`src/hdl/l1d_pkg.sv`:
```
/*
  l1d shared definitions: cache geometry, address fields and the
  packed request/response structs used on the LSU and lower-level ports
*/
package l1d_pkg;

  localparam int PADDR_BITS     = 16;
  localparam int WORD_BITS      = 64;
  localparam int WORDS_PER_LINE = 4;
  localparam int LINE_BITS      = WORD_BITS * WORDS_PER_LINE;
  localparam int OFFSET_BITS    = 5;
  localparam int BYTE_OFF_BITS  = $clog2(WORD_BITS / 8);
  localparam int WORD_OFF_BITS  = $clog2(WORDS_PER_LINE);
  localparam int NUM_SETS       = 16;
  localparam int INDEX_BITS     = $clog2(NUM_SETS);
  localparam int TAG_BITS       = PADDR_BITS - OFFSET_BITS - INDEX_BITS;
  localparam int LSU_TAG_BITS   = 6;

  localparam int MSHR_COUNT     = 2;
  localparam int MSHR_DEPTH     = 4;
  localparam int MSHR_IDX_BITS  = $clog2(MSHR_COUNT);
  localparam int MSHR_PTR_BITS  = $clog2(MSHR_DEPTH);
  localparam int MSHR_CNT_BITS  = $clog2(MSHR_DEPTH + 1);

  typedef logic [PADDR_BITS-OFFSET_BITS-1:0] block_addr_t;
  typedef logic [WORD_OFF_BITS-1:0]          word_sel_t;

  typedef struct packed {
    logic [LSU_TAG_BITS-1:0] tag;
    logic [PADDR_BITS-1:0]   addr;
    logic                    we;
    logic [WORD_BITS-1:0]    data;
  } lsu_req_t;

  // data is zero for write acknowledgements
  typedef struct packed {
    logic [LSU_TAG_BITS-1:0] tag;
    logic                    we;
    logic [WORD_BITS-1:0]    data;
  } lsu_rsp_t;

  typedef struct packed {
    block_addr_t          addr;
    logic                 we;
    logic [LINE_BITS-1:0] line;
  } lc_req_t;

  typedef struct packed {
    block_addr_t          addr;
    logic [LINE_BITS-1:0] line;
  } lc_rsp_t;

  // one request parked behind an outstanding block
  typedef struct packed {
    logic [LSU_TAG_BITS-1:0] tag;
    word_sel_t               word;
    logic                    we;
    logic [WORD_BITS-1:0]    data;
  } mshr_op_t;

  typedef enum logic [2:0] {
    IDLE,
    RESPOND,
    REQ_LINE,
    WRITEBACK,
    REPLAY,
    REPLAY_RESPOND
  } ctrl_state_t;

  function automatic block_addr_t blk_of(logic [PADDR_BITS-1:0] addr);
    return addr[PADDR_BITS-1:OFFSET_BITS];
  endfunction

  function automatic word_sel_t word_of(logic [PADDR_BITS-1:0] addr);
    return addr[OFFSET_BITS-1:BYTE_OFF_BITS];
  endfunction

endpackage

```
`src/hdl/l1d_data_array.sv`:
```
/*
  l1d data array: direct-mapped tag, valid, dirty and line storage with
  combinational lookup, word write and whole-line fill
*/
`timescale 1ns/10ps

module l1d_data_array import l1d_pkg::*; (
  input  logic                 clk_in,
  input  logic                 rst_N_in,
  input  block_addr_t          lookup_addr,
  input  word_sel_t            lookup_word,
  output logic                 arr_hit,
  output logic [WORD_BITS-1:0] arr_word,
  input  logic                 wr_en,
  input  logic [WORD_BITS-1:0] wr_data,
  input  logic                 fill_en,
  input  logic [LINE_BITS-1:0] fill_line,
  output logic                 victim_valid_dirty,
  output block_addr_t          victim_addr,
  output logic [LINE_BITS-1:0] victim_line
);

  logic [TAG_BITS-1:0]                      tag_q [NUM_SETS];
  logic [WORDS_PER_LINE-1:0][WORD_BITS-1:0] line_q [NUM_SETS];
  logic [NUM_SETS-1:0]                      valid_q;
  logic [NUM_SETS-1:0]                      dirty_q;

  logic [INDEX_BITS-1:0] idx;
  logic [TAG_BITS-1:0]   tag;

  assign idx = lookup_addr[INDEX_BITS-1:0];
  assign tag = lookup_addr[INDEX_BITS +: TAG_BITS];

  assign arr_hit  = valid_q[idx] && (tag_q[idx] == tag);
  assign arr_word = line_q[idx][lookup_word];

  // current occupant of the set, seen before any fill replaces it
  assign victim_valid_dirty = valid_q[idx] && dirty_q[idx];
  assign victim_addr        = {tag_q[idx], idx};
  assign victim_line        = line_q[idx];

  always_ff @(posedge clk_in) begin
    if (!rst_N_in) begin
      valid_q <= '0;
      dirty_q <= '0;
    end else if (fill_en) begin
      valid_q[idx] <= 1'b1;
      dirty_q[idx] <= 1'b0;
    end else if (wr_en) begin
      dirty_q[idx] <= 1'b1;
    end
  end

  always_ff @(posedge clk_in) begin
    if (fill_en) begin
      tag_q[idx]  <= tag;
      line_q[idx] <= fill_line;
    end else if (wr_en) begin
      line_q[idx][lookup_word] <= wr_data;
    end
  end

  // stores reach the array only once the block is resident
  a_wr_hits: assert property (@(posedge clk_in) disable iff (!rst_N_in)
    wr_en |-> arr_hit);

endmodule

```
`config.mk`:
```
export PLATFORM = sky130hd
export DESIGN_NAME = l1d_data_array
export DESIGN_NICKNAME = d
export VERILOG_FILES = /design/src/hdl/l1d_pkg.sv /design/src/hdl/l1d_data_array.sv
export SDC_FILE = /design/constraint.sdc
export NUM_CORES = 2
export LEC_CHECK = 0
export BUFFER_PORTS_ARGS = -buffer_cell sky130_fd_sc_hd__buf_4
export CAP_MARGIN = 20
export CELL_PAD_IN_SITES_DETAIL_PLACEMENT = 1
export CELL_PAD_IN_SITES_GLOBAL_PLACEMENT = 2
export CORE_MARGIN = 1.5
export CORE_UTILIZATION = 54
export CTS_BUF_LIST = sky130_fd_sc_hd__clkbuf_16
export DETAILED_ROUTE_END_ITERATION = 10
export MAX_ROUTING_LAYER = met4
export PLACE_DENSITY = 0.92
export SETUP_SLACK_MARGIN = 0.1
export SKIP_CTS_REPAIR_TIMING = 1
export SYNTH_ARGS = -nofsm -noshare
export SYNTH_HDL_FRONTEND = slang
export SYNTH_MEMORY_MAX_BITS = 65536
export SYNTH_SLANG_ARGS = --single-unit
```
`constraint.sdc`:
```
create_clock -name clk_in -period 8 [get_ports clk_in]
set_input_delay 1.2 -clock clk_in [delete_from_list [all_inputs] [get_ports clk_in]]
set_output_delay 1.2 -clock clk_in [all_outputs]
set_load 0.02 [all_outputs]
```
# Word level (Yosys, flattened, before mapping)

Memories as Yosys holds them, arrays and structs flattened.
Cells that the tools add are included.

RAM bits: 4208
Memories kept: 2
Register bits after elaboration: 32
Latch bits: 0
Logic and storage cells: 547
Input port bits: 337
Memory bits (read-only): 0

Div/mod/pow operators: 0
Shift operators: 0
$mul: 0
Add/subtract/negate cells: 0
Equal/unequal tests: 1
Magnitude comparators: 4
Reductions and logical operators: 5
Bitwise logic cells: 260
Mux-type cells: 273

Memory list:

| name   | depth | bits a word | read ports | clocked after Yosys merged registers in | wr ports | RTL line             | RTL |
|---|---|---|---|---|---|---|---|
| line_q | 16    | 256         | 1          | 0                                       | 1        | l1d_data_array.sv:24 | `logic [WORDS_PER_LINE-1:0][WORD_BITS-1:0] line_q [NUM_SETS];` |
| tag_q  | 16    | 7           | 1          | 0                                       | 1        | l1d_data_array.sv:23 | `logic [TAG_BITS-1:0] tag_q [NUM_SETS];` |

Operators by type and width:

| operator             | number |
|---|---|
| $mux W1              | 263 |
| $mux W256            | 1 |
| $or A1 B1 Y1         | 256 |
| $bmux W64 S2         | 1 |
| $demux W64 S2        | 1 |
| $mux W64             | 2 |
| $mux W16             | 2 |
| $or A16 B16 Y16      | 2 |
| $and A16 B16 Y16     | 1 |
| $not A16 Y16         | 1 |
| $bmux W1 S4          | 2 |
| $eq A7 B7 Y1         | 1 |
| $lt A4 B5 Y1 const B | 1 |
| $demux W1 S4         | 1 |
| $ge A4 B1 Y1 const B | 1 |
| $logic_and A1 B1 Y1  | 4 |
| $lt A2 B3 Y1 const B | 1 |
| $ge A2 B1 Y1 const B | 1 |
| $reduce_bool A2 Y1   | 1 |

# Depth between registers and ports, before layout

Depth in word-level cells: 7
Gate-level depth with buffers: 12
Depth with buffers taken out: 6

# Worst setup path before layout

No wires, ideal clock.

Path kind: in2reg
Start: in lookup_addr[0]
End: mem line_q[13][192] in the netlist's numbering (enable)
Arrival: 5.421 ns
Library setup time: 0.487 ns
Required time: 7.513 ns
Setup slack: 2.093 ns
Cell stages on the path: 9
Cell sequence: buf_2 buf_6 buf_4 buf_4 buf_4 nor2b_1 clkbuf_1 nand3_1 nor2_1

RTL lines:

| element         | RTL line             | RTL |
|---|---|---|
| start, declared | l1d_data_array.sv:10 | `input block_addr_t lookup_addr,` |
| end, declared   | l1d_data_array.sv:24 |  |

No word-level cell before the write port.

# Worst setup path in the final report

Start: in lookup_addr[1]
End: out arr_word[45]

Cells in the longest elaborated chain, start to end: 3

RTL lines:

| element                        | RTL line             | RTL |
|---|---|---|
| $mem_v2 Z16 W256               | n/a                  |  |
| $bmux W64 S2                   | l1d_data_array.sv:35 | `assign arr_word = line_q[idx][lookup_word];` |
| $mux W64 (implied by the code) | l1d_data_array.sv:35 |  |
| end, declared                  | l1d_data_array.sv:13 | `output logic [WORD_BITS-1:0] arr_word,` |

No other way between the ends. The select of a mux whose other input is x is not followed.

==> flow_summary.yaml <==
yosys:
  synth_cells: 6500
  yosysWarnings: 0
  ys_types: 36
  avgSynthCellArea_um2: 25.2
  synth_most_common_cell: "edfxtp_1"
  ys_top_cells_by_area: "edfxtp_1 77%, mux4_2 19%, mux2_2 1.8%"
  synth-edff-count: 4208
  synthDominantCellAreaShare_pct: 77.0
  synth_commonest_cells: "4208 x edfxtp_1, 1379 x mux4_2, 259 x mux2_2"
  synth-seq-cells: 4240
  synth_async_sr_flop_share_pct: 0
  synth-main-ff-cell: "edfxtp_1"
  syn-num-nets: 6837
  synthesis.area_um2: 164000
  synth_top_area_cell: "edfxtp_1"
  seq_area_frac_synth_pct: 77.4
run_status:
  status: "finished clean"
layout:
  nets: 7739
  design_area_um2: 189000
  drive_above_1_share_pct: 41.1
  area_growth_pct: 15.4
power_and_ir_drop:
  p_per_area_nw_per_um2: 264
  peakVddDrop_v: 0.000248
  leakagePower_uw: 0.0600
clocking:
  cts-buffers-inserted: 414
  cts-root-buf: "clkbuf_16"
  cts_buffer_depth: 4
  clkLatencyLatePin_ns: 0.99
  cts_num_sinks: 4240
  cts.clk_slew.worst_paths_ns: 0.07
  ctsHtreeMaxLevel: 5
  cts_tree: "built"
routing:
  routed_wl_um: 583000
  ant_nets: 0
  viasPerCell: 7.30
  dr_total_vias: 86200
  dr.pass1.iters: 7
  wl_per_cell_um: 49.3
  first_iter_violations: 14900
  drcViolationCount: 0
global_routing:
  grt_pass1_wl_um: 775000
  first_global_vias: 87700
  track_usage_pct: 38.8
  globalRoute.totalOverflow: 0
  antenna_found_initial: 38
  grt_max_degree: 111
timing:
  relSlewSlack_pct: 16.6
  timing.final.crit_period_ns: 6.12
  worst_slack_ns: 1.88
  setup_viol: 0
  fin_hold_ws_ns: 0.492
  timing_hold_violations_final: 0
  period_share_pct: 76.5
  tightestPinTransition_ns: 1.25
  tns_ns: 0
  skew_ns: 0
  rsz0062_at_grt: "no"
  drv_slew: 0
  timing.fmax_mhz: 163
die:
  core_area_um2: 303000
  rows: 202
  io_pins: 670
  fp.dieW_um: 554
  initial_core_util_pct: 54.2
  die_y_um: 554
  dieArea_um2: 307000
worst_setup_path:
  crit_type: "in2out"
  cp.arrival_ns: 4.92
  critPathMaxFanout: 75
  cp.required_ns: 6.80
  slowest_delay_ns: 0.68
  end_kind: "output pin"
  crit_slowest_cell: "buf_8"
  crit_top_cell: "mux4_2"
  worstPathCellList: "buf_8, buf_12, buf_4, mux4_2, mux4_2, mux4_2, buf_4"
  worstSetupStartpointType: "primary input"
job:
  maxCapViolCount: 0
placement:
  portBuffers: 669
  placed_cell_area_um2: 175000
  gp_congestion: 0.930
  place_hpwl_um: 309000
  preCtsSetupSlack_ns: 2.08
hold_path:
  hold_class: "reg2reg"
## cells in the final DEF (no fill, tap or decap), types with 30 or more instances in the layout
master / synthesis / layout
clkinv_1: 0 / 100
bufinv_16: 0 / 52
buf_12: 0 / 62
edfxtp_1: 4208 / 4208
nor2_4: 0 / 69
clkbuf_16: 0 / 421
mux2_2: 259 / 259
nor2_1: 121 / 52
mux4_2: 1379 / 1379
clkinv_2: 0 / 87
diode_2: 0 / 74
clkinvlp_4: 0 / 30
dfxtp_1: 32 / 32
buf_4: 49 / 775
inv_1: 6 / 60
## state kept, by name (all words and copies together) (netlist names), named ones only
name     count
line_q    4096
valid_q     16
tag_q      112
## cell type report
type                       instances  area, um^2
multi-input combinational       1889       35900
clock inverter                   359        3390
clock buffer                     421       10500
timing repair buffer             851        7300
inverter                           6        22.5
antenna                           74         185
sequential                      4240      127000
fill                           23700      113000
tap                             3978        4980
## path summary, 6_finish.rpt
kind,from,endpoint,slack (ns),cells after the start
worst max-delay path,lookup_addr[1],arr_word[45],1.88,7
worst min-delay path,valid_q[9],valid_q[9],0.49,2
worst max register to register,register,register,7.07,2
worst min register to register,valid_q[9],valid_q[9],0.49,2
## metrics by stage
stage,instances,util (%),total power [uW]
6_report,11800,62.6,50000
3_5_place_dp,11000,57.9,29600
4_1_cts,11700,62.5,49800
2_1_floorplan,6500,-,27700
5_1_grt,11800,62.5,50600
3_3_place_gp,11000,57.8,29400
## metal layers
metal  GRT usage [%]  vias up  wire length [um]
li1                -    30300                 -
met1            44.9    45000            172000
met2            58.9     8923            277000
met3            9.41     1988             76100
met4            30.1        0             57400
met5               -        -                 0
## critical path: cells and delay by family
kind / cells / cell delay [ns]
buffers and inverters: 4 / 1.84
multiplexers: 3 / 1.64
## where the power goes
part / internal, uW / total (uW) / switching (uW)
Combinational: 1470 / 4190 / 2710
Clock: 11300 / 20600 / 9280
Sequential: 25000 / 25200 / 200
## kinds of logic (layout without fill, tap and decap cells)
| kind of cell | after synthesis | after routing | synth area share [%] |
|---|---|---|---|
| AO/OA/AOI/OAI | 37 | 37 | 0.155 |
| XOR/XNOR | 7 | 7 | 0.0374 |
| buffers and inverters | 371 | 1637 | 1.07 |
| flip-flops | 4240 | 4240 | 77.4 |
| multiplexers | 1665 | 1665 | 20.9 |
| other | 0 | 74 | 0 |
| AND/OR/NAND/NOR | 180 | 180 | 0.456 |
No activity file was read; power rests on OpenSTA's default activity.
