--- src/hdl/l1d_pkg.sv ---
/*
  l1d shared definitions: cache geometry, address fields and the
  packed request/response structs used on the LSU and lower-level ports
*/
package l1d_pkg;

  localparam int PADDR_BITS     = 16;
  localparam int WORD_BITS      = 64;
  localparam int WORDS_PER_LINE = 4;
  localparam int LINE_BITS      = WORD_BITS * WORDS_PER_LINE;
  localparam int OFFSET_BITS    = 5;
  localparam int BYTE_OFF_BITS  = $clog2(WORD_BITS / 8);
  localparam int WORD_OFF_BITS  = $clog2(WORDS_PER_LINE);
  localparam int NUM_SETS       = 16;
  localparam int INDEX_BITS     = $clog2(NUM_SETS);
  localparam int TAG_BITS       = PADDR_BITS - OFFSET_BITS - INDEX_BITS;
  localparam int LSU_TAG_BITS   = 6;

  localparam int MSHR_COUNT     = 2;
  localparam int MSHR_DEPTH     = 4;
  localparam int MSHR_IDX_BITS  = $clog2(MSHR_COUNT);
  localparam int MSHR_PTR_BITS  = $clog2(MSHR_DEPTH);
  localparam int MSHR_CNT_BITS  = $clog2(MSHR_DEPTH + 1);

  typedef logic [PADDR_BITS-OFFSET_BITS-1:0] block_addr_t;
  typedef logic [WORD_OFF_BITS-1:0]          word_sel_t;

  typedef struct packed {
    logic [LSU_TAG_BITS-1:0] tag;
    logic [PADDR_BITS-1:0]   addr;
    logic                    we;
    logic [WORD_BITS-1:0]    data;
  } lsu_req_t;

  // data is zero for write acknowledgements
  typedef struct packed {
    logic [LSU_TAG_BITS-1:0] tag;
    logic                    we;
    logic [WORD_BITS-1:0]    data;
  } lsu_rsp_t;

  typedef struct packed {
    block_addr_t          addr;
    logic                 we;
    logic [LINE_BITS-1:0] line;
  } lc_req_t;

  typedef struct packed {
    block_addr_t          addr;
    logic [LINE_BITS-1:0] line;
  } lc_rsp_t;

  // one request parked behind an outstanding block
  typedef struct packed {
    logic [LSU_TAG_BITS-1:0] tag;
    word_sel_t               word;
    logic                    we;
    logic [WORD_BITS-1:0]    data;
  } mshr_op_t;

  typedef enum logic [2:0] {
    IDLE,
    RESPOND,
    REQ_LINE,
    WRITEBACK,
    REPLAY,
    REPLAY_RESPOND
  } ctrl_state_t;

  function automatic block_addr_t blk_of(logic [PADDR_BITS-1:0] addr);
    return addr[PADDR_BITS-1:OFFSET_BITS];
  endfunction

  function automatic word_sel_t word_of(logic [PADDR_BITS-1:0] addr);
    return addr[OFFSET_BITS-1:BYTE_OFF_BITS];
  endfunction

endpackage

--- src/hdl/l1d_ctrl.sv ---
/*
  l1d controller: accepts LSU requests, answers hits, parks misses in
  the MSHRs, installs refills, writes back dirty victims and replays
*/
`timescale 1ns/10ps

module l1d_ctrl import l1d_pkg::*; (
  input  logic                 clk_in,
  input  logic                 rst_N_in,
  input  lsu_req_t             lsu_req,
  input  logic                 lsu_req_valid,
  output logic                 lsu_req_ready,
  output lsu_rsp_t             lsu_rsp,
  output logic                 lsu_rsp_valid,
  input  logic                 lsu_rsp_ready,
  output lc_req_t              lc_req,
  output logic                 lc_req_valid,
  input  logic                 lc_req_ready,
  input  lc_rsp_t              lc_rsp,
  input  logic                 lc_rsp_valid,
  output logic                 lc_rsp_ready,
  // array and MSHR file
  output block_addr_t          lookup_addr,
  output word_sel_t            lookup_word,
  output logic                 wr_en,
  output logic [WORD_BITS-1:0] wr_data,
  output logic                 fill_en,
  output logic [LINE_BITS-1:0] fill_line,
  output logic                 push_en,
  output mshr_op_t             push_op,
  output logic                 pop_en,
  input  logic                 arr_hit,
  input  logic [WORD_BITS-1:0] arr_word,
  input  logic                 victim_valid_dirty,
  input  block_addr_t          victim_addr,
  input  logic [LINE_BITS-1:0] victim_line,
  input  logic                 mshr_match,
  input  logic                 mshr_match_full,
  input  logic                 mshr_free,
  input  mshr_op_t             mshr_head,
  input  logic                 mshr_head_valid
);

  ctrl_state_t state_q, state_d;
  lsu_rsp_t    rsp_q, rsp_d;
  lc_req_t     lc_req_q, lc_req_d;
  block_addr_t refill_blk_q;
  logic        rsp_load;
  logic        lc_load;

  assign lsu_rsp       = rsp_q;
  assign lc_req        = lc_req_q;
  assign lsu_rsp_valid = (state_q == RESPOND) || (state_q == REPLAY_RESPOND);
  assign lc_req_valid  = (state_q == REQ_LINE) || (state_q == WRITEBACK);

  // the queued form of the presented request
  assign push_op = '{tag: lsu_req.tag, word: word_of(lsu_req.addr), we: lsu_req.we,
                     data: lsu_req.data};

  always_comb begin
    state_d       = state_q;
    lookup_addr   = refill_blk_q;
    lookup_word   = mshr_head.word;
    wr_en         = 1'b0;
    wr_data       = mshr_head.data;
    fill_en       = 1'b0;
    fill_line     = lc_rsp.line;
    push_en       = 1'b0;
    pop_en        = 1'b0;
    lsu_req_ready = 1'b0;
    lc_rsp_ready  = 1'b0;
    rsp_load      = 1'b0;
    rsp_d         = rsp_q;
    lc_load       = 1'b0;
    lc_req_d      = lc_req_q;

    case (state_q)
      IDLE: begin
        lookup_word = word_of(lsu_req.addr);
        wr_data     = lsu_req.data;
        if (lc_rsp_valid) begin
          // refills win over new requests; the victim is read before the fill lands
          lookup_addr  = lc_rsp.addr;
          lc_rsp_ready = 1'b1;
          fill_en      = 1'b1;
          if (victim_valid_dirty) begin
            lc_load  = 1'b1;
            lc_req_d = '{addr: victim_addr, we: 1'b1, line: victim_line};
            state_d  = WRITEBACK;
          end else begin
            state_d = REPLAY;
          end
        end else begin
          lookup_addr   = blk_of(lsu_req.addr);
          lsu_req_ready = lsu_req_valid &&
                          (arr_hit || (mshr_match && !mshr_match_full) ||
                           (!mshr_match && mshr_free));
          if (lsu_req_valid && lsu_req_ready) begin
            if (arr_hit) begin
              wr_en    = lsu_req.we;
              rsp_load = 1'b1;
              rsp_d    = '{tag: lsu_req.tag, we: lsu_req.we,
                           data: lsu_req.we ? WORD_BITS'(0) : arr_word};
              state_d  = RESPOND;
            end else begin
              push_en = 1'b1;
              // only a primary miss asks the lower level for the block
              if (!mshr_match) begin
                lc_load  = 1'b1;
                lc_req_d = '{addr: blk_of(lsu_req.addr), we: 1'b0, line: LINE_BITS'(0)};
                state_d  = REQ_LINE;
              end
            end
          end
        end
      end

      RESPOND: begin
        if (lsu_rsp_ready) state_d = IDLE;
      end

      REQ_LINE: begin
        if (lc_req_ready) state_d = IDLE;
      end

      WRITEBACK: begin
        if (lc_req_ready) state_d = REPLAY;
      end

      REPLAY: begin
        // drain the refilled block's queue, oldest first
        if (mshr_head_valid) begin
          pop_en   = 1'b1;
          wr_en    = mshr_head.we;
          rsp_load = 1'b1;
          rsp_d    = '{tag: mshr_head.tag, we: mshr_head.we,
                       data: mshr_head.we ? WORD_BITS'(0) : arr_word};
          state_d  = REPLAY_RESPOND;
        end else begin
          state_d = IDLE;
        end
      end

      REPLAY_RESPOND: begin
        if (lsu_rsp_ready) state_d = REPLAY;
      end

      default: state_d = IDLE;
    endcase
  end

  always_ff @(posedge clk_in) begin
    if (!rst_N_in) begin
      state_q <= IDLE;
    end else begin
      state_q <= state_d;
    end
  end

  always_ff @(posedge clk_in) begin
    if (rsp_load) rsp_q <= rsp_d;
    if (lc_load) lc_req_q <= lc_req_d;
    if (fill_en) refill_blk_q <= lc_rsp.addr;
  end

  // response must not change while the LSU stalls it
  a_rsp_stable: assert property (@(posedge clk_in) disable iff (!rst_N_in)
    lsu_rsp_valid && !lsu_rsp_ready |=> lsu_rsp_valid && $stable(lsu_rsp));

endmodule

--- config.mk ---
export PLATFORM = sky130hd
export DESIGN_NAME = l1d_ctrl
export DESIGN_NICKNAME = d
export VERILOG_FILES = /design/src/hdl/l1d_pkg.sv /design/src/hdl/l1d_ctrl.sv
export SDC_FILE = /design/constraint.sdc
export NUM_CORES = 1
export LEC_CHECK = 0
export ABC_AREA = 1
export BUFFER_PORTS_ARGS = -buffer_cell sky130_fd_sc_hd__buf_2
export CAP_MARGIN = 20
export CORE_AREA = 10 10 592 594
export CTS_CLUSTER_DIAMETER = 50
export DETAILED_ROUTE_END_ITERATION = 16
export DIE_AREA = 0 0 602 604
export PLACE_DENSITY = 0.3
export SYNTH_ARGS = -nofsm -noshare
export SYNTH_HDL_FRONTEND = slang
export SYNTH_SLANG_ARGS = --single-unit
--- constraint.sdc ---
create_clock -name clk_in -period 19.65 [get_ports clk_in]
set_clock_uncertainty 0.1 [all_clocks]
set_input_delay 4.9125 -clock clk_in [delete_from_list [all_inputs] [get_ports clk_in]]
set_output_delay 4.9125 -clock clk_in [all_outputs]
set_load 0.01 [all_outputs]
-- Yosys cells after proc, flatten, opt, wreduce, memory -nomap -nowiden
Cells that the tools add are included.
- bits of input ports: 770
- flip-flop bits (word level): 353
- output and inout port bits: 753
- reductions and logical operators: 16
- muxes and demuxes: 52
- equal/unequal tests: 18
- operators by type and width (cell ; count):
    $mux 268 ; 5
    $mux 71 ; 4
    $mux 64 ; 3
    $pmux 71 s2 ; 1
    $mux 3 ; 10
    $mux 1 ; 23
    $mux 11 ; 2
    $ne 2x2->1 const B ; 10
    $pmux 3 s6 ; 1
    $reduce_and 6->1 ; 3
    $eq 3x2->1 const B ; 2
    $eq 3x3->1 const B ; 2
    $logic_and 1x1->1 ; 4
    $logic_or 1x1->1 ; 4
    $ne 4x4->1 const B ; 1
    $pmux 1 s2 ; 2
    $reduce_bool 2->1 ; 2
    $eq 3x1->1 const B ; 1
    $logic_not 3->1 ; 1
    $ne 3x3->1 const B ; 1
    $logic_not 1->1 ; 2
    $mux 2 ; 1
    $ne 2x1->1 const B ; 1

-- Longest topological paths before layout
Gate-level depths: netlist of run 1.
- depth after elaboration: 10
- mapped depth: 9
- depth with buffers taken out: 9

-- Worst setup path after synthesis of run 1
OpenSTA, ideal clock, no wires.
- kind: input -> register
- start: input lc_rsp_valid
- end: register lc_req_q, in the netlist lc_req[0], enable pin
- cell stages on the path: 6
- library setup time: 902 ps
- buffers on the path: 1
- data arrival time: 16549 ps
- setup slack: 2099 ps
- data required time: 18648 ps
- cell sequence: buf_2 -> inv_1 -> nand2_1 -> a21oi_1 -> inv_1 -> nor2_1
- word-level cells in the longest chain between the ends: 3
- RTL lines (what ; line ; RTL):
    start, declared ; l1d_ctrl.sv:20 ; input logic lc_rsp_valid,
    $mux 1 ; l1d_ctrl.sv:81 ; if (lc_rsp_valid) begin
    $mux 1 ; l1d_ctrl.sv:77 ; case (state_q)
    $reduce_and 6->1 (no line) (*) ; -- ;
    end signal, assigned ; l1d_ctrl.sv:162 ; if (lc_load) lc_req_q <= lc_req_d;
    end, declared ; l1d_ctrl.sv:46 ; lc_req_t lc_req_q, lc_req_d;
Mark *: on every way between the ends. The rest lies on a longest branch, timed or not.
A chain may end at the register's enable or synchronous reset.

-- Worst setup path after layout of run 1
- start: input lc_rsp_valid
- end: output lookup_addr[2]
- word-level cells in the longest chain between the ends: 2
- RTL lines (what ; line ; RTL):
    $mux 11 ; l1d_ctrl.sv:81 ;
    $mux 11 ; l1d_ctrl.sv:77 ;
    end, declared ; l1d_ctrl.sv:23 ; output block_addr_t lookup_addr,
No other way between the ends.

==> results of run 1 <==
## cell usage after synthesis
| library cell | number | share of area (%) |
|---|---|---|
| mux2_2 | 6 | 0.39 |
| or2_2 | 1 | 0.036 |
| inv_1 | 338 | 7.4 |
| dfxtp_1 | 3 | 0.35 |
| o21ai_0 | 3 | 0.087 |
| nand2_2 | 1 | 0.036 |
| a21oi_1 | 2 | 0.058 |
| edfxtp_1 | 350 | 61 |
| buf_1 | 5 | 0.11 |
| nand3_1 | 8 | 0.23 |
| buf_4 | 331 | 14 |
| nand2_1 | 530 | 12 |
| nor2_1 | 75 | 1.6 |
| clkbuf_1 | 5 | 0.11 |
| o21ai_1 | 1 | 0.029 |
| o211ai_1 | 11 | 0.48 |
| nor2_4 | 1 | 0.066 |
| nand4_1 | 2 | 0.073 |
| buf_6 | 9 | 0.59 |
| buf_2 | 36 | 1.0 |
## logic make-up after synthesis
family                 after synthesis
buffers and inverters              724
and+or+nand+nor                    618
DFF                                353
AOI/OAI and AO/OA                   17
muxes                                6
## power by group
part	leakage [nW]	switching, mW	internal, mW
logic	8.10	0.950	0.309
registers	3.32	0.0646	1.07
clock network	1.17	0.489	0.787
total	12.6	1.50	2.17
## sequential cells by signal (all words and copies together) (netlist names)
signal	count
lc_req	268
lsu_rsp	71
refill_blk_q	11
state_q	3
## worst max-delay path by stage
stage | start | end | slack [ps] | depth (start not counted)
2_1_floorplan | lc_rsp_valid | lc_req[0] | 2100 | 6
3_3_place_gp | lc_rsp_valid | lookup_addr[0] | 7490 | 8
6_report | lc_rsp_valid | lookup_addr[2] | 7690 | 8
5_1_grt | lc_rsp_valid | lookup_addr[2] | 7430 | 8
3_5_place_dp | lc_rsp_valid | lookup_addr[2] | 7520 | 8
4_1_cts | lc_rsp_valid | lookup_addr[2] | 7510 | 8
## through the flow
| stage | util (%) | hold WS [ps] |
|---|---|---|
| final | 8.22 | 427 |
| after global routing | 8.20 | 472 |
| after CTS | 8.19 | 428 |
| after detailed placement | 7.47 | 419 |
| after global placement | 7.47 | 418 |
| after floorplan | - | 389 |
## layer usage
layer  track usage (%)  up-vias
met1              8.65     7342
met2              22.2     1432
met5             0.104        -
met3              8.15      452
met4              3.67       44
li1                  -     6386
## final cells by class
cell class              instances  area, um2  share of cell area (%)
inverters                     338       1270                    4.56
flip-flops and latches        353      10600                    38.0
repair buffers               1021       5180                    18.6
diodes                         38       95.1                   0.342
clock buffers                  82       1900                    6.84
multi-input cells             641       2570                    9.25
clock inverters                50        547                    1.97
well taps                    4536       5680                    20.4
## worst reg2reg max path: cells and delay by family (launching register included)
| kind | cells | cell delay, ps |
|---|---|---|
| AND/OR/NAND/NOR | 5 | 880 |
| flip-flops | 1 | 400 |
| buffers and inverters | 4 | 2070 |
==> summary.txt, run 1 <==
Clock network
  – Setup Fix Bufs, Post-CTS: 0
  – TritonCTS Buffers: 72
  – Clock Path Buffers: 3
  – Max H-tree Level: 3
  – Later-pin clock latency in the skew report: ~640 ps
  – Worst-path clk slew: roughly 40 ps
  – CTS tree: done
  – Post-CTS Resized: 0
  – Clock sink total: 353
  – Root Buffer Master: clkbuf_16
  – Hold_buf cts: 0

Power
  – P per Cell Area: around 130 nW/um2
  – PnR Total Power: 3.67 mW
  – IR Drop Worst-Case VDD: roughly 110 uV
  – P_leak: 12.6 nW

Global route
  – First-pass GRT wire length: 254000 um
  – Initial antenna violation count: about 180
  – Pin count of the biggest net entering global routing: ~160
  – Total GRT Usage: a little under an eighth
  – Vias in the first global route: 15100
  – GRT overflow: 0

Worst setup path
  – RR Startpoint: state_q[2]
  – Worst EP arrival: between 6000 and 7000 ps
  – Worst Reg-to-Reg Cells: 9
  – Reg2Reg Setup Slack: 15750 ps
  – Worst Path Required: 14640 ps
  – Critical path type: in -> out
  – Crit path max-delay family: buffers and inverters
  – R2R Path End: lc_req[82]
  – Worst-path cell chain: buf_8 > inv_1 > buf_4 > nor2_4 > buf_4 > nand2_1 > o211ai_1 > buf_2
  – CP Launch Type: primary input
  – Buf/Inv on CP: 5
  – CP dominant cell by count: buf_4
  – CP max stage cell: nor2_4
  – Nature of the critical path endpoint: output pin
  – Largest stage delay, worst path: around 430 ps
  – CP max FO: 55

Synthesis
  – Cells after synthesis: 1718
  – Mapped Avg Cell Area: 9.99 um2
  – Adder-cell area share of the yosys netlist: 0%
  – Simple-gate share of the synthesized area: 13.7%
  – Yosys reg bits: between 300 and 400
  – Count of cell types in the netlist: 20
  – Largest family of logic cells by synthesized area: buffers and inverters
  – Compound-gate portion of the synthesized area: 0.656%
  – Mapped Area: 17200 um2
  – Multiplexer share of the synthesized area: 0.393%
  – Seq/Total Area, Yosys: 61.6%
  – Post-Synth XOR/XNOR Area: 0%
  – Syn_nets: between 2000 and 2500
  – Synth warnings: 0

Timing
  – Max-slew violation count: 0
  – Slew @ Worst Pin: 1060 ps
  – Final period util: 60.9%
  – Slew headroom: a little under 30%
  – Setup violators final: 0
  – RSZ-0062 raised after global routing: no
  – Final setup margin: 7690 ps
  – Final Hold Fails: 0
  – TNS Setup: 0 ps
  – Min Tclk post-route: 11960 ps
  – Peak Freq: approximately 84 MHz

Floorplan
  – Die ar.: 364000 um2
  – DIE HEIGHT: 604 um
  – Die X: 602 um
  – Cell Rows: about 210
  – Core Region: 338000 um2
  – I/O pin cnt: 1523
  – Starting Density: approximately 5%

Layout
  – Nets@finish: 3197
  – Share of cells above drive strength 1: about 46%
  – Area growth syn-to-layout: 62.0%
  – Final Cell Area: around 28000 um2
  – Highest-count cells in the layout ignoring fill and taps: buf_2, nand2_1, edfxtp_1
  – Fillers: about 40000
  – Commonest non-fill, non-tap cell in the layout: buf_2
  – Post-Layout Cell Count: 7059

Route
  – Met3 wire len: 34200 um
  – Vias per std cell: between 2 and 2.5
  – WL/cell: 31.1 um
  – First-pass detailed-route iteration total: 5
  – DRC viols: 0
  – Routed Antenna Nets: 0
  – Top sig layer: met5
  – Met2 wire length: ~120000 um
  – Met1 WL: about 57000 um
  – DR vias: 15700
  – Initial detailed-routing violation count: 1265
  – Routed wire length: 219000 um

Placement
  – Cell Area, Placed: 25300 um2
  – Pre-CTS worst setup slack: approximately 7500 ps
  – Buffers on Ports: 1007
  – DP Cell Count: 6889
  – Detailed Place HPWL: 201000 um
  – Final Wtd Congestion: 0.977

Min path
  – Hold Crit Start: state_q[2]
  – Hold Crit Class: reg -> reg
  – Depth of the worst hold-timing path: 2
  – WHS Endpoint: state_q[2]

Flow run
  – Max_cap viols: 0

Status
  – Status: completed
(Power assumes the default switching activity.)
==> run 2: changes to the inputs <==
==> constraint.sdc (replaced) <==
create_clock -name clk_in -period 12.1 [get_ports clk_in]
set_clock_uncertainty 0.1 [all_clocks]
set_input_delay 3.025 -clock clk_in [delete_from_list [all_inputs] [get_ports clk_in]]
set_output_delay 3.025 -clock clk_in [all_outputs]
set_load 0.01 [all_outputs]
==> summary.txt, run 2 (synthesized netlist as in run 1, its figures left out) <==
Route
  – DRC viols: 0 (unchanged)
  – DR vias: 15300 (was 15700)
  – WL/cell: 31.8 um (was 31.1 um)
  – Routed wire length: 225000 um (was 219000 um)
  – Vias per std cell: 2.17 (was 2.22)
  – Initial detailed-routing violation count: 1151 (was 1265)
  – First-pass detailed-route iteration total: 7 (was 5)
  – Routed Antenna Nets: 0 (unchanged)

Layout
  – Register area: 10600 um2 (unchanged)
  – Post-Layout Cell Count: 7060 (was 7059)
  – Nets@finish: 3196 (was 3197)
  – Number of flip-flops under the largest register name: 268 (unchanged)
  – Area growth syn-to-layout: 61.6% (was 62.0%)
  – Area of the multi-input gates: 2570 um2 (unchanged)
  – Highest-count cells in the layout ignoring fill and taps: buf_2, nand2_1, edfxtp_1 (unchanged)
  – Commonest non-fill, non-tap cell in the layout: buf_2 (unchanged)
  – Share of cells above drive strength 1: 46.7% (was 46.4%)
  – Fillers: 39800 (about the same)

Power
  – IR Drop Worst-Case VDD: 171 uV (was 112 uV)
  – P per Cell Area: 218 nW/um2 (was 132 nW/um2)
  – P_leak: 12.6 nW (about the same)
  – PnR Total Power: 6.06 mW (was 3.67 mW)

Timing
  – Min Tclk post-route: 7700 ps
  – Final period util: between 60% and 70%
  – Final setup margin: 4400 ps (was 7690 ps)
  – Max-slew violation count: 0 (unchanged)
  – TNS Setup: 0 ps (unchanged)
  – Setup violators final: 0 (unchanged)
  – Final Hold Fails: 0 (unchanged)
  – RSZ-0062 raised after global routing: no (unchanged)
  – Slew headroom: 34.5% (was 29.2%)
  – Fin Hold WS: 434 ps (was 427 ps)
  – Slew @ Worst Pin: 982 ps (was 1060 ps)
  – Peak Freq: 130 MHz

Floorplan
  – DIE HEIGHT: 604 um (unchanged)
  – Cell Rows: 214 (unchanged)
  – Die ar.: 364000 um2 (unchanged)
  – I/O pin cnt: 1523 (unchanged)
  – Die X: 602 um (unchanged)
  – Core Region: 338000 um2 (unchanged)
  – Starting Density: 5.07% (unchanged)

Worst setup path
  – CP Launch Type: primary input (unchanged)
  – CP max FO: 19 (was 55)
  – Critical path type: in -> out (unchanged)
  – Nature of the critical path endpoint: output pin (unchanged)
  – Worst EP arrival: 4570 ps (was 6950 ps)
  – Worst Path Required: 8970 ps (was 14640 ps)

Global route
  – Pin count of the biggest net entering global routing: 135 (was 157)
  – Initial antenna violation count: 172 (was 178)
  – Vias in the first global route: 15200 (was 15100)
  – First-pass GRT wire length: 260000 um (was 254000 um)
  – Total GRT Usage: 11.7% (was 11.4%)
  – GRT overflow: 0 (unchanged)

Clock network
  – Later-pin clock latency in the skew report: 620 ps (was 640 ps)
  – Clock sink total: 353 (unchanged)
  – TritonCTS Buffers: 68 (was 72)
  – Setup Fix Bufs, Post-CTS: 0 (unchanged)
  – Post-CTS Resized: 0 (unchanged)
  – CTS tree: done (unchanged)
  – Root Buffer Master: clkbuf_16 (unchanged)
  – Max H-tree Level: 3 (unchanged)
  – Clock Path Buffers: 3 (unchanged)
  – Hold_buf cts: 0 (unchanged)
  – Worst-path clk slew: 40 ps (about the same)

Placement
  – Buffers on Ports: 1007 (unchanged)
  – DP Cell Count: 6892 (was 6889)
  – Pre-CTS worst setup slack: 4240 ps (was 7520 ps)
  – Detailed Place HPWL: 205000 um (was 201000 um)
  – Final Wtd Congestion: 0.940 (was 0.977)

Flow run
  – Max_cap viols: 0 (unchanged)

Status
  – Status: completed (unchanged)

Min path
  – Hold Crit Class: reg -> reg (unchanged)
[run 2: changes by cell type in the layout (fill, tap and decap cells not counted), sizes merged]
cell / delta
buf: +3
bufinv: +1
clkbuf: -9
clkinv: +5
clkinvlp: -6
diode: +6
inv: +1
[run 2: per-layer routing]
layer  global-route usage [%]  routed length (um)  vias up
li1                         -                   -     6397
met5                   0.0653                 210        -
met1                     9.91               63300     7159
met3                     6.96               30900      418
met2                     23.1              124000     1307
met4                     2.85                6770       30
[run 2: worst max-delay path: stages]
cell	delay (ps)
buf_8	150
inv_1	160
buf_4	370
nand2_1	130
nor2_1	270
buf_2	380
[run 2: area by class of cell]
class                   instances  share of cell area (%)
clock inverters                51                    2.17
clock buffers                  73                    6.28
repair buffers               1024                    18.8
inverters                     338                    4.57
multi-input cells             641                    9.27
diodes                         44                   0.397
well taps                    4536                    20.5
flip-flops and latches        353                    38.1
[run 2: path summary, 6_finish.rpt]
check / startpoint / to / slack [ps] / cells past startpoint
worst min register to register: state_q[2] / state_q[2] / 430 / 2
worst min-delay path: state_q[2] / state_q[2] / 430 / 2
worst max register to register: state_q[2] / lc_req[126] / 7890 / 9
worst max-delay path: lc_rsp_valid / push_en / 4400 / 6
[run 2: power by group]
group / switching [mW] / internal (mW) / total [mW]
clock network: 0.791 / 1.22 / 2.01
logic: 1.69 / 0.505 / 2.19
registers: 0.115 / 1.74 / 1.86
[run 2: metrics by stage]
stage / instance area, um2 / util (%)
after floorplan: 17200 / -
after global placement: 25300 / 7.47
after detailed placement: 25300 / 7.47
after CTS: 27600 / 8.16
after global routing: 27700 / 8.17
final: 27700 / 8.20
